**src/rtl/instrMem.sv**
```systemverilog
/*
   Instruction memory, load write port and synchronous fetch read
*/
`timescale 1ns/1ps

module instrMem #(
   parameter int addrWidth = 8,
   parameter int dataWidth = 16
) (
   input  logic                 clk,
   input  logic                 loadEn,
   input  logic [addrWidth-1:0] loadAddr,
   input  logic [dataWidth-1:0] loadData,
   input  logic [addrWidth-1:0] fetchAddr,
   output logic [dataWidth-1:0] fetchData
);

   logic [dataWidth-1:0] mem [0:(1 << addrWidth)-1];

   // Load port only runs under reset, fetch reads every cycle
   always_ff @(posedge clk) begin
      if (loadEn) begin
         mem[loadAddr] <= loadData;
      end
      fetchData <= mem[fetchAddr];
   end

endmodule

```
**config.mk**
```make
export PLATFORM = sky130hd
export DESIGN_NAME = instrMem
export DESIGN_NICKNAME = d
export VERILOG_FILES = /design/src/rtl/instrMem.sv
export SDC_FILE = /design/constraint.sdc
export NUM_CORES = 2
export LEC_CHECK = 0
export ABC_AREA = 1
export ABC_CLOCK_PERIOD_IN_PS = 2900
export BUFFER_PORTS_ARGS = -buffer_cell sky130_fd_sc_hd__buf_4
export CAP_MARGIN = 15
export CORE_MARGIN = 2
export CORE_UTILIZATION = 35
export DETAILED_ROUTE_END_ITERATION = 7
export PLACE_DENSITY = 0.52
export SYNTH_ARGS = -nofsm -noshare
export SYNTH_HDL_FRONTEND = slang
export SYNTH_SLANG_ARGS = --single-unit
```
**constraint.sdc**
```tcl
create_clock -name clk -period 2.9 [get_ports clk]
set_input_delay 0.87 -clock clk [delete_from_list [all_inputs] [get_ports clk]]
set_output_delay 0.87 -clock clk [all_outputs]
set_load 0.005 [all_outputs]
```
==> reports/qor.log <==
qor: layout.post-route-util 42.2%
qor: layout.layout-drive-gt1-share 13.7%
qor: sta.finalSetupViolations 0
qor: clock_network.tritoncts done
qor: critical_path.timing.critical_path.required 3.85 ns
qor: outcome.run_status finished, final reports clean
qor: power.power_frac_clock 42.4%
qor: clock_network.cts_buffer_depth 4
qor: power.power.combinational.fraction 7.1%
qor: power.total_power 130 mW
qor: detailed_routing.drc_errors 0
qor: sta.period_share 97.7%
qor: critical_path.cp.arrival 3.78 ns
qor: clock_network.cts.reportedPaths.clkPinSlew 0.06 ns
qor: layout.number_of_nets_in_the_finished_design 14.5k
qor: synth.post_syn_instances 13.6k
qor: synth.synth_seq_cells 4,112
qor: synth.yosys.area.top_type sky130_fd_sc_hd__edfxtp_1
qor: sta.setup_total_negative_slack 0 ns
qor: critical_path.critical_path.reg2reg.startpoint mem[93][5]
qor: sta.fmax 353 MHz
qor: critical_path.cp.buffers_inverters 5
qor: layout.area_delta_synth_final 20.0%
qor: synth.number_of_enable_flip_flop_cells_after_synthesis 4,096
qor: global_route.grtUsageTotal 21.6%
qor: clock_network.insertion_delay 1.01 ns
qor: sta.finalClockSkew 0.0886 ns
qor: power.leakage 70.3 nW
qor: clock_network.cts_resizes 0
qor: power.irDropWorstVdd 0.509 mV
qor: power.power.net_switching 30.2 mW
qor: critical_path.critical_path.startpoint fetchAddr[0]
qor: clock_network.cts_root_buffer sky130_fd_sc_hd__clkbuf_16
qor: global_route.grt_pass1_vias 105k
qor: job.max-cap-violations 0
qor: synth.ys_seq_area_share 74.4%
qor: detailed_routing.post_drt_wl_per_cell 25.1 um
qor: critical_path.critical_path.slowest_cell sky130_fd_sc_hd__buf_12
qor: clock_network.cts_made_buffers 442
qor: floorplanning.core_area 471,000 um^2
qor: critical_path.crit_family simple AND/OR/NAND/NOR gates
qor: clock_network.cts.sink_count 4,112
qor: synth.yosysMostFrequentCell sky130_fd_sc_hd__nand2_1
qor: placement.dpl.hpwl 334 mm
qor: synth.synth.net_count 13.7k
qor: power.p_int 99.9 mW
qor: sta.slew_headroom 34.6%
qor: synth.syn_area 166,000 um^2
qor: synth.yosys_warnings 0
qor: layout.layout.filler_cells 43.3k
qor: synth.post_synth_arst_share 0%
qor: detailed_routing.drt_iter0_drc 12.4k
qor: critical_path.timing.critical_path.cells buf_16, inv_16, buf_12, buf_4, nand2_1, nand3_1, nand3_1, nand3_1, nand3_1, nand3_1, nand3_1, buf_4, nand2_1, nand2_1, nand2_1
qor: critical_path.critical_path_class in -> reg
qor: floorplanning.die_height 692 um
qor: global_route.wire_length_of_the_first_global_routing_pass 764 mm
qor: detailed_routing.routed_wirelength 530 mm
qor: detailed_routing.drt-vias-per-instance 5.25
qor: global_route.grt_max_degree 99
qor: floorplanning.initial_core_util 35.2%
qor: placement.finalWeightedCongestion 0.861
qor: synth.ys_top_cells_by_count sky130_fd_sc_hd__nand2_1, sky130_fd_sc_hd__edfxtp_1, sky130_fd_sc_hd__nand3_1
qor: synth.syn_area_per_cell 12.2 um^2
qor: detailed_routing.vias 111k
qor: critical_path.timing.critical_path.mode_cell sky130_fd_sc_hd__nand3_1
qor: floorplanning.die_area 479,000 um^2
qor: synth.synth_top_flop_cell sky130_fd_sc_hd__edfxtp_1
qor: detailed_routing.drt_pass1_iterations 8
qor: worst_hold_path.hold_path_startpoint loadData[4]
qor: critical_path.setup.worst_path.start_class input port
qor: synth.synth_top_cell_area_share 74.2%
qor: global_route.grt_antenna_before_repair 31
qor: critical_path.critical_path.max_fanout 72
qor: power.power.share.switching 23.2%
qor: sta.final_max_slew_viol_count 0
qor: placement.port_buffers 49
qor: clock_network.post_cts.repair.setup_buffers 0
qor: sta.tightest_slew 0.980 ns
qor: clock_network.h-tree-depth 5
qor: global_route.gr-total-overflow 0
qor: clock_network.post_cts_hold_buffer_count 0
qor: synth.synth_cell_types 15
qor: power.p_seq_share 50.5%
qor: floorplanning.core.rowCount 252
qor: critical_path.critical_path.max_stage_delay 0.34 ns
qor: power.power.density 654 nW/um^2
qor: sta.grt_setup_unrepaired false
qor: sta.report.final.hold_viol_count 0
qor: worst_hold_path.min_path_type in -> reg
qor: sta.final_period_minus_worst_setup_slack 2.83 ns
qor: synth.synthTopCellsByArea sky130_fd_sc_hd__edfxtp_1, sky130_fd_sc_hd__nand3_1, sky130_fd_sc_hd__nand2_1
qor: detailed_routing.final_antenna_net_count 0
qor: floorplanning.design.portCount 50
qor: floorplanning.die_w 692 um
qor: critical_path.cp-end-kind flop
[power groups by stage]
stage               sequential (mW)  combinational [mW]  clock [mW]
floorplan                      66.8                4.05           0
global placement               66.9                9.21           0
detailed placement             66.9                9.24           0
CTS                            65.6                9.27        55.9
global route                   65.6                9.90        58.3
finish                         65.6                9.28        55.2
[flip-flops by register name, summed over array words and instances (netlist names)]
register / cells
fetchData: 16
mem: 4096
[cell usage in the layout, fill, tap and decap left out, drive strengths merged]
cell      count
clkbuf      552
dfxtp        16
diode         3
nand3      4035
clkinvlp      8
inv          53
edfxtp     4096
buf        1371
bufinv       36
nand2      4211
clkinv      208
nor2        283
[worst reg2reg max path: stages, from the launching register on]
cell and delay [ns]:
sky130_fd_sc_hd__edfxtp_1 0.32, sky130_fd_sc_hd__nand2_1 0.05, sky130_fd_sc_hd__nand3_1 0.10, sky130_fd_sc_hd__nand3_1 0.14, sky130_fd_sc_hd__nand3_1 0.10, sky130_fd_sc_hd__nand3_1 0.25, sky130_fd_sc_hd__nand3_1 0.30, sky130_fd_sc_hd__nand3_1 0.33
sky130_fd_sc_hd__buf_4 0.26, sky130_fd_sc_hd__nand2_1 0.22, sky130_fd_sc_hd__nand2_1 0.09, sky130_fd_sc_hd__nand2_1 0.10
[routing by layer]
layer  wire (um)  up-vias  track usage (%)  part of all wire, %
met1      232000    55453             31.2                   44
met5         109        -                0                0.021
met3       43200      734             3.89                  8.1
met4       15700       16             5.80                  3.0
li1            -    50515                -                    -
met2      240000     4130             33.6                   45
[kinds of logic after synthesis]
kind of cell           synth area share (%)
buffers and inverters                  3.21
AND/OR/NAND/NOR                        22.4
flip-flops                             74.4
[final timing paths]
path,to,slack [ns],cells after the start
hold reg to reg,fetchData[12],1.03,10
setup / recovery,fetchData[5],0.07,15
setup reg to reg,fetchData[5],0.59,11
hold / removal,mem[87][4],0.23,1
[stage by stage]
stage	worst slack (ns)	hold WS, ns	cells	area [um^2]
after floorplan	0.190	0.835	13617	166000
after global placement	-0.987	1.04	20274	185000
after detailed placement	-0.945	1.02	20274	185000
after CTS	0.0986	0.171	21092	199000
after global routing	0.0717	0.189	21093	199000
final	0.0661	0.232	21095	199000
[layout make-up]
cell class                      instances  area (um^2)  share of cell area (%)
Antenna cell                            3         7.51                 0.00378
Clock buffer                          552        11600                    5.85
Clock inverter                        266         2410                    1.21
Inverter                               39          200                   0.101
Multi-Input combinational cell       8529        37200                    18.7
Sequential cell                      4112       123000                    62.0
Tap cell                             6223         7790                    3.92
Timing Repair Buffer                 1371        16300                    8.18
Power figures use the tool's default switching activity.
