===== config.mk =====
export PLATFORM = sky130hd
export DESIGN_NAME = dataMem_flat
export DESIGN_NICKNAME = d
export VERILOG_FILES = /design/src/rtl/ctrlIf.sv /design/src/rtl/dataMem.sv /design/src/flat_wrapper.sv
export VERILOG_INCLUDE_DIRS = /design/src /design/src/rtl
export SDC_FILE = /design/constraint.sdc
export NUM_CORES = 2
export LEC_CHECK = 0
export BUFFER_PORTS_ARGS = -buffer_cell sky130_fd_sc_hd__clkbuf_2
export CAP_MARGIN = 20
export CORE_MARGIN = 2
export CORE_UTILIZATION = 52
export CTS_CLUSTER_DIAMETER = 30
export DETAILED_ROUTE_END_ITERATION = 8
export GPL_ROUTABILITY_DRIVEN = 0
export GPL_TIMING_DRIVEN = 0
export PLACE_DENSITY = 0.67
export REMOVE_ABC_BUFFERS = 1
export SYNTH_ARGS = -nofsm -noshare
export SYNTH_HDL_FRONTEND = slang
export SYNTH_SLANG_ARGS = --single-unit

===== constraint.sdc =====
create_clock -name clk -period 4.7 [get_ports clk]
set_input_delay 0.94 -clock clk [delete_from_list [all_inputs] [get_ports clk]]
set_output_delay 0.94 -clock clk [all_outputs]
set_load 0.1 [all_outputs]

===== src/rtl/cpu_defines.svh =====
/*
   Machine widths, memory depths, opcodes and control select codes
*/
`ifndef CPU_DEFINES_SVH
`define CPU_DEFINES_SVH

// Word and register index widths
`define DATA_WIDTH      16
`define REG_ADDR_WIDTH  3

// Word-address widths of the two memories
`define IMEM_ADDR_WIDTH 8
`define DMEM_ADDR_WIDTH 8

// Opcodes, instruction bits 15:11
`define OP_HALT   5'b00000
`define OP_NOP    5'b00001
`define OP_J      5'b00100
`define OP_ADDI   5'b01000
`define OP_SUBI   5'b01001
`define OP_XORI   5'b01010
`define OP_ANDNI  5'b01011
`define OP_BEQZ   5'b01100
`define OP_BNEZ   5'b01101
`define OP_ST     5'b10000
`define OP_LD     5'b10001
`define OP_SLBI   5'b10010
`define OP_LBI    5'b11000
`define OP_RTYPE  5'b11011

// ALU operation select
`define ALU_ADD   3'd0
`define ALU_XOR   3'd1
`define ALU_AND   3'd2
`define ALU_PASSB 3'd3
`define ALU_SLBI  3'd4

// B operand source
`define BSRC_REG   2'd0
`define BSRC_SEXT5 2'd1
`define BSRC_ZEXT5 2'd2
`define BSRC_SEXT8 2'd3

// Destination register select
`define DST_RD_R 2'd0
`define DST_RD_I 2'd1
`define DST_RS   2'd2

`endif


===== src/rtl/ctrlIf.sv =====
/*
   Decoded control levels from the decoder to the datapath blocks
*/
`timescale 1ns/1ps
`include "cpu_defines.svh"

interface ctrlIf;

   // Register file and writeback
   logic       regWrt;
   logic [1:0] regDst;
   // 0 picks the ALU result, 1 the load data
   logic       regSrc;

   // ALU
   logic [1:0] bSrc;
   logic [2:0] aluOpr;
   logic       invA;
   logic       invB;
   logic       cin;

   // Data memory
   logic       memWrt;
   logic       memRd;

   // Program counter, brType high means branch on nonzero
   logic       isBranch;
   logic       brType;
   logic       isJump;

   // Sequencer
   logic       halt;

   modport decoder (output regWrt, regDst, regSrc, bSrc, aluOpr, invA, invB, cin,
                    memWrt, memRd, isBranch, brType, isJump, halt);
   modport datapath (input regWrt, regDst, regSrc, bSrc, aluOpr, invA, invB, cin,
                     memWrt, memRd, isBranch, brType, isJump, halt);

endinterface


===== src/rtl/dataMem.sv =====
/*
   Data memory, synchronous store and load on the memory step
*/
`timescale 1ns/1ps
`include "cpu_defines.svh"

module dataMem (
   input  logic                   clk,
   input  logic                   memStep,
   input  logic [`DATA_WIDTH-1:0] addr,
   input  logic [`DATA_WIDTH-1:0] wrData,
   ctrlIf.datapath                ctrl,
   output logic [`DATA_WIDTH-1:0] rdData
);

   logic [`DATA_WIDTH-1:0]      mem [0:(1 << `DMEM_ADDR_WIDTH)-1];
   logic [`DMEM_ADDR_WIDTH-1:0] wordAddr;

   // Byte address to word index
   assign wordAddr = addr[`DMEM_ADDR_WIDTH:1];

   always_ff @(posedge clk) begin
      if (memStep) begin
         if (ctrl.memWrt) begin
            mem[wordAddr] <= wrData;
         end
         // Load word is ready in writeback
         if (ctrl.memRd) begin
            rdData <= mem[wordAddr];
         end
      end
   end

endmodule


===== src/flat_wrapper.sv =====
// flat-port wrapper written by rule: the top's interface ports become plain ports
module dataMem_flat 
  (clk, memStep, addr, wrData, rdData, ctrl_regWrt, ctrl_regDst, ctrl_regSrc, ctrl_bSrc, ctrl_aluOpr, ctrl_invA, ctrl_invB, ctrl_cin, ctrl_memWrt, ctrl_memRd, ctrl_isBranch, ctrl_brType, ctrl_isJump, ctrl_halt);
  ctrlIf ctrl_i ();
  input  logic clk;
  input  logic memStep;
  input  logic [`DATA_WIDTH-1:0] addr;
  input  logic [`DATA_WIDTH-1:0] wrData;
  output logic [`DATA_WIDTH-1:0] rdData;
  input wire logic [$bits(ctrl_i.regWrt)-1:0] ctrl_regWrt;
  input wire logic [$bits(ctrl_i.regDst)-1:0] ctrl_regDst;
  input wire logic [$bits(ctrl_i.regSrc)-1:0] ctrl_regSrc;
  input wire logic [$bits(ctrl_i.bSrc)-1:0] ctrl_bSrc;
  input wire logic [$bits(ctrl_i.aluOpr)-1:0] ctrl_aluOpr;
  input wire logic [$bits(ctrl_i.invA)-1:0] ctrl_invA;
  input wire logic [$bits(ctrl_i.invB)-1:0] ctrl_invB;
  input wire logic [$bits(ctrl_i.cin)-1:0] ctrl_cin;
  input wire logic [$bits(ctrl_i.memWrt)-1:0] ctrl_memWrt;
  input wire logic [$bits(ctrl_i.memRd)-1:0] ctrl_memRd;
  input wire logic [$bits(ctrl_i.isBranch)-1:0] ctrl_isBranch;
  input wire logic [$bits(ctrl_i.brType)-1:0] ctrl_brType;
  input wire logic [$bits(ctrl_i.isJump)-1:0] ctrl_isJump;
  input wire logic [$bits(ctrl_i.halt)-1:0] ctrl_halt;
  assign ctrl_i.regWrt = ctrl_regWrt;
  assign ctrl_i.regDst = ctrl_regDst;
  assign ctrl_i.regSrc = ctrl_regSrc;
  assign ctrl_i.bSrc = ctrl_bSrc;
  assign ctrl_i.aluOpr = ctrl_aluOpr;
  assign ctrl_i.invA = ctrl_invA;
  assign ctrl_i.invB = ctrl_invB;
  assign ctrl_i.cin = ctrl_cin;
  assign ctrl_i.memWrt = ctrl_memWrt;
  assign ctrl_i.memRd = ctrl_memRd;
  assign ctrl_i.isBranch = ctrl_isBranch;
  assign ctrl_i.brType = ctrl_brType;
  assign ctrl_i.isJump = ctrl_isJump;
  assign ctrl_i.halt = ctrl_halt;
  dataMem u_core (.clk(clk), .memStep(memStep), .addr(addr), .wrData(wrData), .ctrl(ctrl_i), .rdData(rdData));
endmodule

==> metrics <==
starting density of the core 52.30%; Residual DRC 0; Total Wirelength 394,600 um; Pins Over Slew Limit 0; Post-CTS Setup Inserts 0; worst-case reg-to-reg path depth 6; worst slew pin tran 1.103 ns; P_sw 20.27 mW; LEAKAGE 59.34 nW; vias in the first global route 77.42k; Max Cap Viol 0; first-pass GRT wire length 559,200 um; most frequent cells in the layout 4,112 x edfxtp_1, 1,024 x mux4_2, 662 x clkbuf_16; GRT overflow 0; Pint 73.47 mW; Critical Path Sink u_core.rdData[3]$_DFFE_PP_; Hold Fails Final Rpt 0; Worst path max stage delay 0.51 ns; Min-Delay Path Class primary input to flop; sequential share of power 43.2%; post-DP HPWL 218,700 um; warnings from Yosys 0; maximum operating frequency 215.9 MHz; Inst Count DP 10.58k; combinational share of power 3.7%; drt via density 6.454; Synth cell types 20; largest family of logic cells by synthesized area multiplexers; Worst-Skew Late Latency 1.03 ns; pin count of the biggest net entering global routing 145; crit path kind primary input to flop; Routed Antenna Nets 0; area grow syn2layout 21.53%; final net count 7,356; worst r2r src u_core.mem[206][0]$_DFFE_PP_; fraction of layout cells with a size suffix above 1 34.99%; core area 0.2970 mm^2; Power Dens Cells 496.5 mW/mm^2; critical path fanouts, max 89; Syn Inst Count 6,707; Levels on crit path 11; Final Worst Setup Slack 0.06912 ns; Buf/Inv on CP 6; Vias 76.19k; Finished Layout Cells 11.81k; Synth Area in Compound Gates 3.660%; worst vdd ir 0.3753 mV; CTS clk-pin slew, worst paths 0.05 ns; Seq cells post-synth 4,112; cell mode on critical path buf_16; Rows 200; Post-Synth Adder-Cell Area 0%; reg2reg setup slack 1.70 ns; family with the most delay on the worst path buffers and inverters; DR WL/cell 33.42 um; Worst Path Arrival 5.25 ns; DP Worst Slack -2.716 ns; Bufs on Longest Clock Path 4; Critical Path End Type flop; number of buffers created by CTS 653; Rel. slew slack 26.25%; utilization after layout 63.56%; IO Port Bufs 43; final number of setup-violating endpoints 0; Worst Path Required 5.32 ns; min Tclk post-route 4.631 ns; initial antenna violation count 10; Sw Share 21.62%; mapped cell area 0.1553 mm^2; status completed; post-synthesis sequential area ratio 79.49%; Die Area 0.3031 mm^2; synthesized area per cell 23.16 um^2; Final Skew 0.05503 ns; Max stage delay cell, worst path o41ai_2; reg2reg end u_core.rdData[0]$_DFFE_PP_; Clock Sinks 4,112; CP startpoint addr[2]; H-Tree Depth 6; overall fraction of global-route tracks in use 25.94%; CTS Hold Bufs 0; Cell Chain, Critical Path clkbuf_8, buf_16, buf_16, buf_16, buf_16, mux4_2, a22oi_1, a21oi_1, o41ai_2, buf_2, nand4_1; fin crit share 98.53%; drt initial violations 9,598; Synth Area in Simple Gates 0.8385%; Root Buffer Master clkbuf_16; startpoint types primary input; DRT Pass-1 Iters 6; Die Ht 550.6 um; Clk pwr share 53.1%; post-synthesis mux area share 14.85%; fill cell total of the finished layout 18.69k; I/O Pins 68; CTS tree yes; most common cell after layout, fill and taps aside edfxtp_1; chip width 550.6 um; Synth Area in XOR/XNOR 0%
==> routing by layer <==
metal  GRT usage, %  up-vias  wire length, um  part of all wire (%)
li1               -    30424                -                     -
met3          5.381      771            36340                   9.2
met1          35.83    40633           149900                    38
met5              0        -               45                 0.011
met2          40.76     4359           191500                    49
met4          10.82        6            16880                   4.3
==> layout make-up <==
class                           count  area (um^2)  share of cell area (%)
Sequential cell                  4112       123500                   65.40
Clock inverter                    489         6437                   3.410
Timing Repair Buffer              354         6066                   3.213
Multi-Input combinational cell   2182        31150                   16.50
Clock buffer                      724        16710                   8.853
Antenna cell                        5        12.51                0.006627
Inverter                            1        3.754                0.001988
Tap cell                         3939         4928                   2.611
==> through the flow <==
| step | hold WS (ns) | TNS, ns | power (mW) | instance area, um^2 |
|---|---|---|---|---|
| floorplan | 0.8956 | - | 42.61 | 153500 |
| global placement | 1.104 | - | 48.07 | 158700 |
| detailed placement | 1.092 | -1725.20 | 44.62 | 165200 |
| CTS | 0.09031 | 0 | 94.16 | 188700 |
| global route | 0.1105 | -0.008775 | 95.95 | 188800 |
| finish | 0.1491 | 0 | 93.74 | 188800 |
==> power by group through the flow <==
stage	Sequential (mW)	Combinational, mW	Clock (mW)
after floorplan	41.2	1.37	0
after detailed placement	41.2	3.42	0
after global placement	41.4	6.67	0
after CTS	40.5	3.50	50.2
after global routing	40.5	3.66	51.8
final	40.5	3.50	49.7
==> kinds of logic after synthesis <==
kind of cell           after synthesis
and+or+nand+nor                    326
muxes                             1024
DFF                               4112
AOI/OAI and AO/OA                  832
buffers and inverters              413
==> synthesized netlist by cell type <==
| cell | instances | share of area [%] |
|---|---|---|
| buf_6 | 8 | 0.058 |
| nand2b_1 | 2 | 0.0081 |
| nand4_1 | 16 | 0.064 |
| nand3_1 | 5 | 0.016 |
| buf_1 | 34 | 0.082 |
| nor3_1 | 2 | 0.0064 |
| inv_1 | 1 | 0.0024 |
| mux4_2 | 1024 | 15 |
| nor2_1 | 261 | 0.63 |
| o41ai_1 | 64 | 0.36 |
| clkbuf_1 | 258 | 0.62 |
| nor2b_1 | 6 | 0.024 |
| nand2_1 | 30 | 0.072 |
| a22oi_1 | 512 | 2.5 |
| edfxtp_1 | 4112 | 79 |
| a21oi_1 | 256 | 0.82 |
| and2_1 | 3 | 0.012 |
| or2_2 | 1 | 0.0040 |
| buf_4 | 25 | 0.12 |
| buf_2 | 87 | 0.28 |
==> how the worst min path moves through the flow <==
stage | start | endpoint | slack (ns) | cells past startpoint
after detailed placement | u_core.mem[223][4]$_DFFE_PP_ | u_core.rdData[4]$_DFFE_PP_ | 1.09 | 5
after floorplan | u_core.mem[146][0]$_DFFE_PP_ | u_core.rdData[0]$_DFFE_PP_ | 0.90 | 5
after global routing | wrData[0] | u_core.mem[8][0]$_DFFE_PP_ | 0.11 | 1
after global placement | u_core.mem[222][12]$_DFFE_PP_ | u_core.rdData[12]$_DFFE_PP_ | 1.10 | 5
final | wrData[0] | u_core.mem[8][0]$_DFFE_PP_ | 0.15 | 1
after CTS | wrData[0] | u_core.mem[8][0]$_DFFE_PP_ | 0.09 | 1
==> sequential cells by signal, summed over array words and instances, names as in the netlist <==
signal and count:
u_core.rdData 16, u_core.mem 4096
==> repair_timing <==
item	CTS	global route
resized for setup	9	4
cloned	8	3
endpoints found under the setup margin	69	43
pin swaps	2	2
Power figures use the tool's default switching activity.
