==> config.mk <==
export PLATFORM = sky130hd
export DESIGN_NAME = regFile_flat
export DESIGN_NICKNAME = d
export VERILOG_FILES = /design/src/rtl/cpuPkg.sv /design/src/rtl/ctrlIf.sv /design/src/rtl/regFile.sv /design/src/flat_wrapper.sv
export VERILOG_INCLUDE_DIRS = /design/src /design/src/rtl
export SDC_FILE = /design/constraint.sdc
export NUM_CORES = 1
export LEC_CHECK = 0
export ABC_CLOCK_PERIOD_IN_PS = 2250
export BUFFER_PORTS_ARGS = -buffer_cell sky130_fd_sc_hd__buf_4
export CORE_MARGIN = 3
export CORE_UTILIZATION = 45
export CTS_CLUSTER_SIZE = 25
export DETAILED_ROUTE_END_ITERATION = 6
export PLACE_DENSITY_LB_ADDON = 0.25
export SLEW_MARGIN = 10
export SYNTH_ARGS = -nofsm -noshare
export SYNTH_HDL_FRONTEND = slang
export SYNTH_SLANG_ARGS = --single-unit
==> constraint.sdc <==
create_clock -name clk -period 2.25 [get_ports clk]
set_input_delay 0.3375 -clock clk [delete_from_list [all_inputs] [get_ports clk]]
set_output_delay 0.3375 -clock clk [all_outputs]
set_load 0.005 [all_outputs]
==> src/rtl/cpu_defines.svh <==
/*
   Machine widths, memory depths, opcodes and control select codes
*/
`ifndef CPU_DEFINES_SVH
`define CPU_DEFINES_SVH

// Word and register index widths
`define DATA_WIDTH      16
`define REG_ADDR_WIDTH  3

// Word-address widths of the two memories
`define IMEM_ADDR_WIDTH 8
`define DMEM_ADDR_WIDTH 8

// Opcodes, instruction bits 15:11
`define OP_HALT   5'b00000
`define OP_NOP    5'b00001
`define OP_J      5'b00100
`define OP_ADDI   5'b01000
`define OP_SUBI   5'b01001
`define OP_XORI   5'b01010
`define OP_ANDNI  5'b01011
`define OP_BEQZ   5'b01100
`define OP_BNEZ   5'b01101
`define OP_ST     5'b10000
`define OP_LD     5'b10001
`define OP_SLBI   5'b10010
`define OP_LBI    5'b11000
`define OP_RTYPE  5'b11011

// ALU operation select
`define ALU_ADD   3'd0
`define ALU_XOR   3'd1
`define ALU_AND   3'd2
`define ALU_PASSB 3'd3
`define ALU_SLBI  3'd4

// B operand source
`define BSRC_REG   2'd0
`define BSRC_SEXT5 2'd1
`define BSRC_ZEXT5 2'd2
`define BSRC_SEXT8 2'd3

// Destination register select
`define DST_RD_R 2'd0
`define DST_RD_I 2'd1
`define DST_RS   2'd2

`endif

==> src/rtl/cpuPkg.sv <==
/*
   Shared types: the instruction word and its four field layouts
*/
`include "cpu_defines.svh"

package cpuPkg;

   // One 16-bit word, read through whichever layout the opcode calls for
   typedef union packed {
      // Register to register ALU ops
      struct packed {
         logic [4:0]                 opcode;
         logic [`REG_ADDR_WIDTH-1:0] rs;
         logic [`REG_ADDR_WIDTH-1:0] rt;
         logic [`REG_ADDR_WIDTH-1:0] rd;
         logic [1:0]                 func;
      } rFmt;
      // 5-bit immediate ops, loads and stores
      struct packed {
         logic [4:0]                 opcode;
         logic [`REG_ADDR_WIDTH-1:0] rs;
         logic [`REG_ADDR_WIDTH-1:0] rd;
         logic [4:0]                 imm;
      } i1Fmt;
      // 8-bit immediate: LBI, SLBI, branches
      struct packed {
         logic [4:0]                 opcode;
         logic [`REG_ADDR_WIDTH-1:0] rs;
         logic [7:0]                 imm;
      } i2Fmt;
      // Jump with 11-bit byte displacement
      struct packed {
         logic [4:0]  opcode;
         logic [10:0] disp;
      } jFmt;
   } instrWord;

endpackage

==> src/rtl/ctrlIf.sv <==
/*
   Decoded control levels from the decoder to the datapath blocks
*/
`timescale 1ns/1ps
`include "cpu_defines.svh"

interface ctrlIf;

   // Register file and writeback
   logic       regWrt;
   logic [1:0] regDst;
   // 0 picks the ALU result, 1 the load data
   logic       regSrc;

   // ALU
   logic [1:0] bSrc;
   logic [2:0] aluOpr;
   logic       invA;
   logic       invB;
   logic       cin;

   // Data memory
   logic       memWrt;
   logic       memRd;

   // Program counter, brType high means branch on nonzero
   logic       isBranch;
   logic       brType;
   logic       isJump;

   // Sequencer
   logic       halt;

   modport decoder (output regWrt, regDst, regSrc, bSrc, aluOpr, invA, invB, cin,
                    memWrt, memRd, isBranch, brType, isJump, halt);
   modport datapath (input regWrt, regDst, regSrc, bSrc, aluOpr, invA, invB, cin,
                     memWrt, memRd, isBranch, brType, isJump, halt);

endinterface

==> src/rtl/regFile.sv <==
/*
   Eight-entry register file
   Two combinational reads, one clocked write
*/
`timescale 1ns/1ps
`include "cpu_defines.svh"

module regFile import cpuPkg::*; (
   input  logic                       clk,
   input  logic                       reset,
   input  instrWord                   instr,
   ctrlIf.datapath                    ctrl,
   input  logic                       wrEn,
   input  logic [`DATA_WIDTH-1:0]     wrData,
   output logic [`DATA_WIDTH-1:0]     rsData,
   output logic [`DATA_WIDTH-1:0]     rtData,
   output logic [`REG_ADDR_WIDTH-1:0] wrReg
);

   logic [`DATA_WIDTH-1:0]     regs [0:(1 << `REG_ADDR_WIDTH)-1];

   // R-type rt and the I1 rd field (store data) share bits 7:5
   assign rsData = regs[instr.rFmt.rs];
   assign rtData = regs[instr.rFmt.rt];

   // Write index
   always_comb begin
      case (ctrl.regDst)
         `DST_RD_R: wrReg = instr.rFmt.rd;
         `DST_RD_I: wrReg = instr.i1Fmt.rd;
         default:   wrReg = instr.rFmt.rs;
      endcase
   end

   always_ff @(posedge clk) begin
      if (reset) begin
         for (int i = 0; i < (1 << `REG_ADDR_WIDTH); i++) begin
            regs[i] <= '0;
         end
      end else if (wrEn) begin
         regs[wrReg] <= wrData;
      end
   end

endmodule

==> src/flat_wrapper.sv <==
// flat-port wrapper written by rule: the top's interface ports become plain ports
module regFile_flat import cpuPkg::*;
  (clk, reset, instr, wrEn, wrData, rsData, rtData, wrReg, ctrl_regWrt, ctrl_regDst, ctrl_regSrc, ctrl_bSrc, ctrl_aluOpr, ctrl_invA, ctrl_invB, ctrl_cin, ctrl_memWrt, ctrl_memRd, ctrl_isBranch, ctrl_brType, ctrl_isJump, ctrl_halt);
  ctrlIf ctrl_i ();
  input  logic clk;
  input  logic reset;
  input  instrWord instr;
  input  logic wrEn;
  input  logic [`DATA_WIDTH-1:0] wrData;
  output logic [`DATA_WIDTH-1:0] rsData;
  output logic [`DATA_WIDTH-1:0] rtData;
  output logic [`REG_ADDR_WIDTH-1:0] wrReg;
  input wire logic [$bits(ctrl_i.regWrt)-1:0] ctrl_regWrt;
  input wire logic [$bits(ctrl_i.regDst)-1:0] ctrl_regDst;
  input wire logic [$bits(ctrl_i.regSrc)-1:0] ctrl_regSrc;
  input wire logic [$bits(ctrl_i.bSrc)-1:0] ctrl_bSrc;
  input wire logic [$bits(ctrl_i.aluOpr)-1:0] ctrl_aluOpr;
  input wire logic [$bits(ctrl_i.invA)-1:0] ctrl_invA;
  input wire logic [$bits(ctrl_i.invB)-1:0] ctrl_invB;
  input wire logic [$bits(ctrl_i.cin)-1:0] ctrl_cin;
  input wire logic [$bits(ctrl_i.memWrt)-1:0] ctrl_memWrt;
  input wire logic [$bits(ctrl_i.memRd)-1:0] ctrl_memRd;
  input wire logic [$bits(ctrl_i.isBranch)-1:0] ctrl_isBranch;
  input wire logic [$bits(ctrl_i.brType)-1:0] ctrl_brType;
  input wire logic [$bits(ctrl_i.isJump)-1:0] ctrl_isJump;
  input wire logic [$bits(ctrl_i.halt)-1:0] ctrl_halt;
  assign ctrl_i.regWrt = ctrl_regWrt;
  assign ctrl_i.regDst = ctrl_regDst;
  assign ctrl_i.regSrc = ctrl_regSrc;
  assign ctrl_i.bSrc = ctrl_bSrc;
  assign ctrl_i.aluOpr = ctrl_aluOpr;
  assign ctrl_i.invA = ctrl_invA;
  assign ctrl_i.invB = ctrl_invB;
  assign ctrl_i.cin = ctrl_cin;
  assign ctrl_i.memWrt = ctrl_memWrt;
  assign ctrl_i.memRd = ctrl_memRd;
  assign ctrl_i.isBranch = ctrl_isBranch;
  assign ctrl_i.brType = ctrl_brType;
  assign ctrl_i.isJump = ctrl_isJump;
  assign ctrl_i.halt = ctrl_halt;
  regFile u_core (.clk(clk), .reset(reset), .instr(instr), .ctrl(ctrl_i), .wrEn(wrEn), .wrData(wrData), .rsData(rsData), .rtData(rtData), .wrReg(wrReg));
endmodule
==> qor.csv <==
metric,value,unit
avgRoutedWirePerCell,25.45,um
synth_top_cell_area_share,51.17,%
switching_power,1.635,mW
num-nets-final,600,
pwr-share-comb,17.2,%
layout.area.seq,3844,sq um
floorplan.die.width,135.2,um
cts-resized-gates,0,
global_route_usage_sum,22.31,%
multi_input_comb_area,3244,sq um
post-synth-top-area-cell,edfxtp_1,
ctsLongestPathBuffers,2,
ratio_of_cells_with_drive_above_1_in_the_final_layout,38.93,%
synth.distinct_cells,25,
average_instance_area_after_synthesis,15.46,sq um
overflow,0,
final.setup.tns,0,ps
cts_hold_repair.buffers,0,
worstPathMaxFanout,2,
timing_hold_violations_final,0,
dpl_cell_area,8303,sq um
drt.antenna.violating_nets,0,
ios,88,
floorplan.die.height,135.2,um
postLayoutCoreUtil,54.97,%
power.share.clock,39.1,%
setup_violations,0,
drt_first_iter_violations,513,
critical_path.slowest_cell,mux4_4,
gp_congestion,0.8247,
critical_path.startpoint_type,flip-flop,
synth.yosys.seq_area_share,51.17,%
buffer_ports.inserted,64,
power.share.sequential,43.7,%
initial_utilization,46.61,%
largest-register,u_core.regs,
post_synth_main_area_contributors,"edfxtp_1 (51%), mux4_1 (13%), mux4_2 (7.5%), nor3_1 (7.1%), mux2_2 (4.8%)",
largest_register_ff_count,128,
cts_inserted_buffers,17,
path_buf_inv,1,
detail_route.first_pass.iterations,5,
grt_pass1_vias,5240,
layout-area-overhead-vs-synth,17.92,%
clockRootBuffer,clkbuf_16,
power.switching_fraction,24.68,%
largest_net_degree_at_the_start_of_global_routing,41,
buffers_inserted_during_post_cts_setup_optimization,0,
layout_commonest_cell,edfxtp_1,
finalWirelength,19750,um
relative_slew_margins,15.46,%
yosys_warnings,0,
postSynthCellCount,486,
critPathLaunch,u_core.regs[3][15]$_SDFFCE_PN0P_,
mostFrequentLayoutCells,"edfxtp_1 (128), nor3_1 (107), buf_4 (95)",
min_period,2172,ps
tritoncts_num_sinks,128,
rsz_0062_raised_after_global_routing,false,
tritoncts,done,
max_clock_freq,460.5,MHz
number_of_antenna_violations_at_the_first_check_in_global_routing,0,
final_cells,776,
cts-htree-levels,4,
post_detailed_route_drc_marker_count,0,
drv_cap,0,
internal_power,4.989,mW
pwr_density_cell,747.7,nW/um^2
layout_worst_path_cycle_share,96.52,%
number_of_logic_stages_on_the_critical_path_including_buffering,3,
critical_path.cell_chain,mux4_4 > mux2_2 > buf_4,
worst_setup_path_end_kind,output port,
syn_nets,539,
post-place-cells,744,
worstHoldPathType,input port to flip-flop,
max_slew.worst_pin.slew,1243,ps
path_clk_slew,60,ps
leakagePower,3.142,nW
cpLargestDelayFamily,multiplexers,
num_antenna_cells,0,
route.vias.total,4957,
timing_max_transition_violations_final,0,
critical_path_arrival,1830,ps
vdd_ir_drop_max,526.1,uV
filler_cell_count,1280,
hpwlAfterDp,12930,um
timing.critical_path.slowest_cell_delay,610,ps
grt_first_pass_wirelength,30030,um
biggestRegsByFlops,u_core.regs (128),
cp.required,1910,ps
placement_rows,46,
via_per_inst,6.388,
die-area,18280,sq um
cp-endpoint,rtData[15],
ys_ff_latch,128,
core_area,16120,sq um
outcome,finished clean,
timing_worst_setup_path_type,flip-flop to output port,
layout.cell_area.non_filler,8859,sq um
syn_area,7512,sq um
[final cells by class]
type | count | area share [%]
Timing Repair Buffer | 106 | 10.54
Multi-Input combinational cell | 291 | 36.62
Inverter | 3 | 0.1271
Tap cell | 216 | 3.051
Clock buffer | 20 | 4.929
Clock inverter | 12 | 1.342
Sequential cell | 128 | 43.39
[per-stage QoR]
stage | setup slack (ps) | power (mW) | hold WS (ps)
global placement | 74.37 | 4.049 | 995.9
finish | 78.34 | 6.624 | 595.0
floorplan | 291.9 | 3.623 | 847.1
CTS | 68.27 | 6.648 | 584.3
detailed placement | -22.48 | 4.087 | 1014
global route | 36.81 | 6.848 | 623.2
[Yosys cell counts]
master and n:
edfxtp_1 128, nor3_1 107, mux4_1 37, mux2_2 32, o211ai_1 32, mux4_2 25
clkbuf_1 22, nor3_2 21, buf_6 17, and3b_1 16, buf_2 16, a41o_1 8
buf_4 7, nand2_1 3, inv_2 2, mux2i_1 2, mux4_4 2, o21a_1 2
buf_1 1, clkbuf_2 1, inv_1 1, mux2_4 1, mux2i_2 1, nand2b_1 1
o21ai_2 1
[per-layer routing]
layer  track usage [%]  vias to the layer above  part of all wire, %
li1                  -                     2176                    -
met1             27.71                     2521                   40
met2             38.61                      216                   52
met3             4.643                       44                  5.4
met4             8.399                        0                  2.6
met5                 0                        -                    0
[power by group through the flow]
stage | registers (mW) | logic [mW] | clock network, mW
floorplan | 2.91 | 0.716 | 0
global placement | 2.92 | 1.13 | 0
detailed placement | 2.94 | 1.14 | 0
CTS | 2.90 | 1.15 | 2.60
global route | 2.92 | 1.21 | 2.72
finish | 2.90 | 1.14 | 2.59
[tightest hold or removal path, delay by kind of cell]
kind | cells | cell delay (ps)
buf+inv | 1 | 70
simple gates | 2 | 310
compound gates | 1 | 160
[worst min path at each step]
stage / start / end / slack, ps / cells after the start
finish: wrData[14] / u_core.regs[5][14]$_SDFFCE_PN0P_ / 590 / 4
global route: wrEn / u_core.regs[3][14]$_SDFFCE_PN0P_ / 620 / 2
CTS: wrData[14] / u_core.regs[5][14]$_SDFFCE_PN0P_ / 580 / 4
detailed placement: wrData[15] / u_core.regs[3][15]$_SDFFCE_PN0P_ / 1010 / 4
global placement: wrData[14] / u_core.regs[5][14]$_SDFFCE_PN0P_ / 1000 / 4
floorplan: wrData[15] / u_core.regs[5][15]$_SDFFCE_PN0P_ / 850 / 3
[logic make-up (layout without fill, tap and decap cells)]
group / after synthesis / after routing / synth area share, %
AO/OA/AOI/OAI: 43 / 43 / 4.580
buffers and inverters: 67 / 141 / 5.679
flip-flops: 128 / 128 / 51.17
multiplexers: 100 / 100 / 26.55
AND/OR/NAND/NOR: 148 / 148 / 12.03
Note: power is estimated with default switching activity, not from simulation.
