`config.mk`:
```
export PLATFORM = sky130hd
export DESIGN_NAME = alu_flat
export DESIGN_NICKNAME = d
export VERILOG_FILES = /design/src/rtl/cpuPkg.sv /design/src/rtl/ctrlIf.sv /design/src/rtl/alu.sv /design/src/flat_wrapper.sv
export VERILOG_INCLUDE_DIRS = /design/src /design/src/rtl
export SDC_FILE = /design/constraint.sdc
export NUM_CORES = 1
export LEC_CHECK = 0
export ABC_AREA = 0
export BUFFER_PORTS_ARGS = -buffer_cell sky130_fd_sc_hd__buf_4
export CAP_MARGIN = 15
export CORE_MARGIN = 4
export CORE_UTILIZATION = 59
export DETAILED_ROUTE_END_ITERATION = 8
export PLACE_DENSITY = 0.95
export SYNTH_ARGS = -nofsm -noshare
export SYNTH_HDL_FRONTEND = slang
export SYNTH_SLANG_ARGS = --single-unit
export TNS_END_PERCENT = 30
```
`constraint.sdc`:
```
create_clock -name vclk -period 15.9
set_input_delay 2.385 -clock vclk [all_inputs]
set_output_delay 2.385 -clock vclk [all_outputs]
set_load 0.01 [all_outputs]
```
`src/rtl/cpu_defines.svh`:
```
/*
   Machine widths, memory depths, opcodes and control select codes
*/
`ifndef CPU_DEFINES_SVH
`define CPU_DEFINES_SVH

// Word and register index widths
`define DATA_WIDTH      16
`define REG_ADDR_WIDTH  3

// Word-address widths of the two memories
`define IMEM_ADDR_WIDTH 8
`define DMEM_ADDR_WIDTH 8

// Opcodes, instruction bits 15:11
`define OP_HALT   5'b00000
`define OP_NOP    5'b00001
`define OP_J      5'b00100
`define OP_ADDI   5'b01000
`define OP_SUBI   5'b01001
`define OP_XORI   5'b01010
`define OP_ANDNI  5'b01011
`define OP_BEQZ   5'b01100
`define OP_BNEZ   5'b01101
`define OP_ST     5'b10000
`define OP_LD     5'b10001
`define OP_SLBI   5'b10010
`define OP_LBI    5'b11000
`define OP_RTYPE  5'b11011

// ALU operation select
`define ALU_ADD   3'd0
`define ALU_XOR   3'd1
`define ALU_AND   3'd2
`define ALU_PASSB 3'd3
`define ALU_SLBI  3'd4

// B operand source
`define BSRC_REG   2'd0
`define BSRC_SEXT5 2'd1
`define BSRC_ZEXT5 2'd2
`define BSRC_SEXT8 2'd3

// Destination register select
`define DST_RD_R 2'd0
`define DST_RD_I 2'd1
`define DST_RS   2'd2

`endif

```
`src/rtl/cpuPkg.sv`:
```
/*
   Shared types: the instruction word and its four field layouts
*/
`include "cpu_defines.svh"

package cpuPkg;

   // One 16-bit word, read through whichever layout the opcode calls for
   typedef union packed {
      // Register to register ALU ops
      struct packed {
         logic [4:0]                 opcode;
         logic [`REG_ADDR_WIDTH-1:0] rs;
         logic [`REG_ADDR_WIDTH-1:0] rt;
         logic [`REG_ADDR_WIDTH-1:0] rd;
         logic [1:0]                 func;
      } rFmt;
      // 5-bit immediate ops, loads and stores
      struct packed {
         logic [4:0]                 opcode;
         logic [`REG_ADDR_WIDTH-1:0] rs;
         logic [`REG_ADDR_WIDTH-1:0] rd;
         logic [4:0]                 imm;
      } i1Fmt;
      // 8-bit immediate: LBI, SLBI, branches
      struct packed {
         logic [4:0]                 opcode;
         logic [`REG_ADDR_WIDTH-1:0] rs;
         logic [7:0]                 imm;
      } i2Fmt;
      // Jump with 11-bit byte displacement
      struct packed {
         logic [4:0]  opcode;
         logic [10:0] disp;
      } jFmt;
   } instrWord;

endpackage

```
`src/rtl/ctrlIf.sv`:
```
/*
   Decoded control levels from the decoder to the datapath blocks
*/
`timescale 1ns/1ps
`include "cpu_defines.svh"

interface ctrlIf;

   // Register file and writeback
   logic       regWrt;
   logic [1:0] regDst;
   // 0 picks the ALU result, 1 the load data
   logic       regSrc;

   // ALU
   logic [1:0] bSrc;
   logic [2:0] aluOpr;
   logic       invA;
   logic       invB;
   logic       cin;

   // Data memory
   logic       memWrt;
   logic       memRd;

   // Program counter, brType high means branch on nonzero
   logic       isBranch;
   logic       brType;
   logic       isJump;

   // Sequencer
   logic       halt;

   modport decoder (output regWrt, regDst, regSrc, bSrc, aluOpr, invA, invB, cin,
                    memWrt, memRd, isBranch, brType, isJump, halt);
   modport datapath (input regWrt, regDst, regSrc, bSrc, aluOpr, invA, invB, cin,
                     memWrt, memRd, isBranch, brType, isJump, halt);

endinterface

```
`src/rtl/alu.sv`:
```
/*
   ALU: B operand select, inversion and carry-in, result ops, zero test
*/
`timescale 1ns/1ps
`include "cpu_defines.svh"

module alu import cpuPkg::*; (
   input  instrWord               instr,
   ctrlIf.datapath                ctrl,
   input  logic [`DATA_WIDTH-1:0] rsData,
   input  logic [`DATA_WIDTH-1:0] rtData,
   output logic [`DATA_WIDTH-1:0] result,
   output logic                   aZero
);

   logic [`DATA_WIDTH-1:0] opB;
   logic [`DATA_WIDTH-1:0] inA;
   logic [`DATA_WIDTH-1:0] inB;

   //////////////////////////////
   // Operand B
   //////////////////////////////
   always_comb begin
      case (ctrl.bSrc)
         `BSRC_REG:   opB = rtData;
         `BSRC_SEXT5: opB = {{(`DATA_WIDTH-5){instr.i1Fmt.imm[4]}}, instr.i1Fmt.imm};
         `BSRC_ZEXT5: opB = {{(`DATA_WIDTH-5){1'b0}}, instr.i1Fmt.imm};
         default:     opB = {{(`DATA_WIDTH-8){instr.i2Fmt.imm[7]}}, instr.i2Fmt.imm};
      endcase
   end

   // Subtract is B + ~A + 1, and-not inverts B
   assign inA = ctrl.invA ? ~rsData : rsData;
   assign inB = ctrl.invB ? ~opB : opB;

   //////////////////////////////
   // Result
   //////////////////////////////
   always_comb begin
      case (ctrl.aluOpr)
         `ALU_ADD:   result = inA + inB + {{(`DATA_WIDTH-1){1'b0}}, ctrl.cin};
         `ALU_XOR:   result = inA ^ inB;
         `ALU_AND:   result = inA & inB;
         `ALU_PASSB: result = inB;
         // Old low byte moves up, new byte fills in zero extended
         `ALU_SLBI:  result = {rsData[`DATA_WIDTH-9:0], instr.i2Fmt.imm};
         default:    result = inA + inB;
      endcase
   end

   // Branch condition looks at rs itself
   assign aZero = (rsData == '0);

endmodule

```
`src/flat_wrapper.sv`:
```
// flat-port wrapper written by rule: the top's interface ports become plain ports
module alu_flat import cpuPkg::*;
  (instr, rsData, rtData, result, aZero, ctrl_regWrt, ctrl_regDst, ctrl_regSrc, ctrl_bSrc, ctrl_aluOpr, ctrl_invA, ctrl_invB, ctrl_cin, ctrl_memWrt, ctrl_memRd, ctrl_isBranch, ctrl_brType, ctrl_isJump, ctrl_halt);
  ctrlIf ctrl_i ();
  input  instrWord instr;
  input  logic [`DATA_WIDTH-1:0] rsData;
  input  logic [`DATA_WIDTH-1:0] rtData;
  output logic [`DATA_WIDTH-1:0] result;
  output logic aZero;
  input wire logic [$bits(ctrl_i.regWrt)-1:0] ctrl_regWrt;
  input wire logic [$bits(ctrl_i.regDst)-1:0] ctrl_regDst;
  input wire logic [$bits(ctrl_i.regSrc)-1:0] ctrl_regSrc;
  input wire logic [$bits(ctrl_i.bSrc)-1:0] ctrl_bSrc;
  input wire logic [$bits(ctrl_i.aluOpr)-1:0] ctrl_aluOpr;
  input wire logic [$bits(ctrl_i.invA)-1:0] ctrl_invA;
  input wire logic [$bits(ctrl_i.invB)-1:0] ctrl_invB;
  input wire logic [$bits(ctrl_i.cin)-1:0] ctrl_cin;
  input wire logic [$bits(ctrl_i.memWrt)-1:0] ctrl_memWrt;
  input wire logic [$bits(ctrl_i.memRd)-1:0] ctrl_memRd;
  input wire logic [$bits(ctrl_i.isBranch)-1:0] ctrl_isBranch;
  input wire logic [$bits(ctrl_i.brType)-1:0] ctrl_brType;
  input wire logic [$bits(ctrl_i.isJump)-1:0] ctrl_isJump;
  input wire logic [$bits(ctrl_i.halt)-1:0] ctrl_halt;
  assign ctrl_i.regWrt = ctrl_regWrt;
  assign ctrl_i.regDst = ctrl_regDst;
  assign ctrl_i.regSrc = ctrl_regSrc;
  assign ctrl_i.bSrc = ctrl_bSrc;
  assign ctrl_i.aluOpr = ctrl_aluOpr;
  assign ctrl_i.invA = ctrl_invA;
  assign ctrl_i.invB = ctrl_invB;
  assign ctrl_i.cin = ctrl_cin;
  assign ctrl_i.memWrt = ctrl_memWrt;
  assign ctrl_i.memRd = ctrl_memRd;
  assign ctrl_i.isBranch = ctrl_isBranch;
  assign ctrl_i.brType = ctrl_brType;
  assign ctrl_i.isJump = ctrl_isJump;
  assign ctrl_i.halt = ctrl_halt;
  alu u_core (.instr(instr), .ctrl(ctrl_i), .rsData(rsData), .rtData(rtData), .result(result), .aZero(aZero));
endmodule
```
==> metrics.md <==
| Metric | Value |
|---|---|
| Data required time of the worst path | 13.52 ns |
| Critical path capture point type | output pin |
| Synth area leader | sky130_fd_sc_hd__xor2_1 |
| Yosys top cell area share | 0.116 |
| Hold Violations, Final | 0 |
| Global-route wire length before repair | 13500 um |
| Time the final worst path needs with I/O delays and setup | approximately 9.4 ns |
| Combined area of all synthesized cells | 2580 um^2 |
| Setup TNS Final | 0 ns |
| Number of buffers added on ports | 65 |
| Starting density of the core | 0.626 |
| Vias per cell | 6.70 |
| Count of TritonRoute iterations in the first routing pass | 6 |
| Synthesis-to-layout area growth | 16.8% |
| Simple-Gate Fraction of Synth Area | 0.235 |
| Share of the synthesized area in compound gates (AO/OA/AOI/OAI) | 0.338 |
| Number of diodes | 0 |
| Clock buf count | 0 |
| Leading post-synthesis cells by cell area | sky130_fd_sc_hd__xor2_1 (12%), sky130_fd_sc_hd__ha_1 (8.7%), sky130_fd_sc_hd__mux2i_1 (7.8%), sky130_fd_sc_hd__a21oi_1 (6.6%), sky130_fd_sc_hd__o21ai_0 (6.0%) |
| Run status | complete, no violations |
| Mapped Nets | about 460 |
| Grt total ovfl | 0 |
| Post-synthesis average cell area | around 7 um^2 |
| Setup repair after global routing missed its margin | no |
| Syn Inst Count | 379 |
| Number of global-route vias before repair | 2862 |
| Post-Place Worst Slack | 6.68 ns |
| Post-synthesis xor/xnor area fraction | 0.173 |
| Number of antenna violations at the first check in global routing | 0 |
| Total cell area at the placement stage | between 3000 and 4000 um^2 |
| Mux contribution to synthesized area | 0.0952 |
| Final setup vio count | 0 |
| Share of final-layout standard cells stronger than drive strength 1 | 0.194 |
| Max-Slew Margin vs Limit | 0.233 |
| Met2 WL | ~4100 um |
| Total non-filler cell area in the finished layout | about 3000 um^2 |
| Number of distinct standard cells referenced by the synthesized netlist | between 60 and 70 |
| Detail Placement HPWL | 6620 um |
| Data arrival time at the worst-slack endpoint | 6.99 ns |
| Number of cell rows | 23 |
| Largest family of logic cells by synthesized area | compound AO/OA/AOI/OAI gates |
| Largest net degree at the start of global routing | between 40 and 50 |
| Cell area power density | 76.0 nW/um^2 |
| Final ANT Viol Nets | 0 |
| Slack of the critical path | roughly 6.5 ns |
| Global placement routability congestion | 0.960 |
| Detailed-routed wire length on met3 | 742 um |
| Highest attainable clock frequency | 0.107 GHz |
| Ports | a little over 80 |
| Number of flip-flops and latches | 0 |
| Slew Viols, Final | 0 |
| Routed metal-1 wire length | 3310 um |
| Count of routing violations after the opening detailed-route iteration | 404 |
| Standard cell core area | 4120 um^2 |
| Kind of critical path | in -> out |
| Sequential element share of the synthesized area | 0 |
| Most frequent cells in the layout | sky130_fd_sc_hd__buf_4 (65), sky130_fd_sc_hd__xor2_1 (34), sky130_fd_sc_hd__a21oi_1 (34), sky130_fd_sc_hd__nor2_1 (34), sky130_fd_sc_hd__o21ai_0 (31) |
| Number of filler instances in the final layout | 355 |
| Standby leakage power | around 1.4 nW |
| Final WL | 8470 um |
| Worst Max-Slew Pin Slew | 1.15 ns |
| Overall die width | 74.1 um |
| Post-layout nets | 504 |
| Uppermost metal layer occupied by signal nets | met4 |
| Hold Path Class | in -> out |
| Vert. Die Dim | 74.1 um |
| Resized cells post-CTS | 0 |
| Final period utilization | 0.590 |
| Buffers inserted by post-CTS timing repair | 0 |
| Worst VDD drop | 0.0502 mV |
| Synthesis warning total | 0 |
| Area of the die | 5490 um^2 |
| Total power after layout | 0.229 mW |
| Kind of start point of the critical path | input pin |
| Max-cap check violation count | 0 |
| Wire per inst | 18.1 um |
| Adder and majority gate portion of the synthesized area | 0.0952 |
| Worst-path fanout max | 15 |
| Routed vias | roughly 3100 |
| Combined global-route utilization of all metal layers | 0.306 |
| Post-CTS Hold Fix Bufs | 0 |
| DRC violations left | 0 |
| Commonest non-fill, non-tap cell in the layout | sky130_fd_sc_hd__buf_4 |
| Register Area | 0 um^2 |
cells in the mapped netlist (all sizes together), types with 3 or more instances:
cell type and instances:
nand3 10, a31oi 9, nor2 34, nor3 10, a21o 7, ha 18
xnor2 16, inv 13, or2 4, a2111oi 3, nand4 4, nor2b 3
a221oi 3, o21ai 33, nand2 29, buf 7, clkbuf 20, a22oi 3
a21oi 34, a211oi 10, mux2i 20, xor2 34, o211ai 3, and3 8
nor4 6
worst max-delay path, stage by stage:
cell and delay (ns):
sky130_fd_sc_hd__buf_4 0.16, sky130_fd_sc_hd__nor2_1 0.43, sky130_fd_sc_hd__mux2i_1 0.18, sky130_fd_sc_hd__xnor2_1 0.36
sky130_fd_sc_hd__ha_1 0.34, sky130_fd_sc_hd__a211oi_1 0.38, sky130_fd_sc_hd__o21ai_1 0.23, sky130_fd_sc_hd__a2111oi_0 0.76
sky130_fd_sc_hd__nor2_1 0.19, sky130_fd_sc_hd__xnor2_1 0.24, sky130_fd_sc_hd__or4b_4 0.55, sky130_fd_sc_hd__o211a_1 0.24
sky130_fd_sc_hd__nor4b_1 0.35, sky130_fd_sc_hd__buf_4 0.19
final timing paths:
kind / cells after the start / end / start / slack [ns]
hold / removal: 4 / result[7] / instr[7] / 5.18
setup / recovery: 14 / result[15] / ctrl_bSrc[1] / 6.53
layout make-up:
cell class         instances  area (um^2)  share of cell area
inverters                 13         48.8              0.0162
multi-input cells        339         2410               0.801
well taps                 50         62.6              0.0208
repair buffers            65          488               0.162
per-layer routing:
layer  vias to the layer above  global-route usage
met4                         0              0.0946
met3                        30              0.0108
li1                       1480                   -
met5                         -                   0
met2                       183               0.551
met1                      1434               0.394
cell families after synthesis:
| kind of cell | Yosys count |
|---|---|
| AOI/OAI and AO/OA | 126 |
| xor gates and xnor gates | 50 |
| adders and majority gates | 19 |
| buffers and inverters | 40 |
| muxes | 23 |
| and+or+nand+nor | 121 |
report_power, final:
group / leakage (nW) / switching [mW] / internal (mW)
combinational: 1.35 / 0.133 / 0.0959
clock: 0 / 0 / 0
sequential: 0 / 0 / 0
total: 1.35 / 0.133 / 0.0959
stage by stage:
| stage | util | instances | hold WS, ns |
|---|---|---|---|
| CTS | 0.731 | 467 | 5.19 |
| floorplan | - | 379 | 4.92 |
| global route | 0.731 | 467 | 5.21 |
| detailed placement | 0.731 | 467 | 5.18 |
| finish | 0.731 | 467 | 5.18 |
| global placement | 0.731 | 467 | 5.18 |
Note: power is estimated with default switching activity, not from simulation.
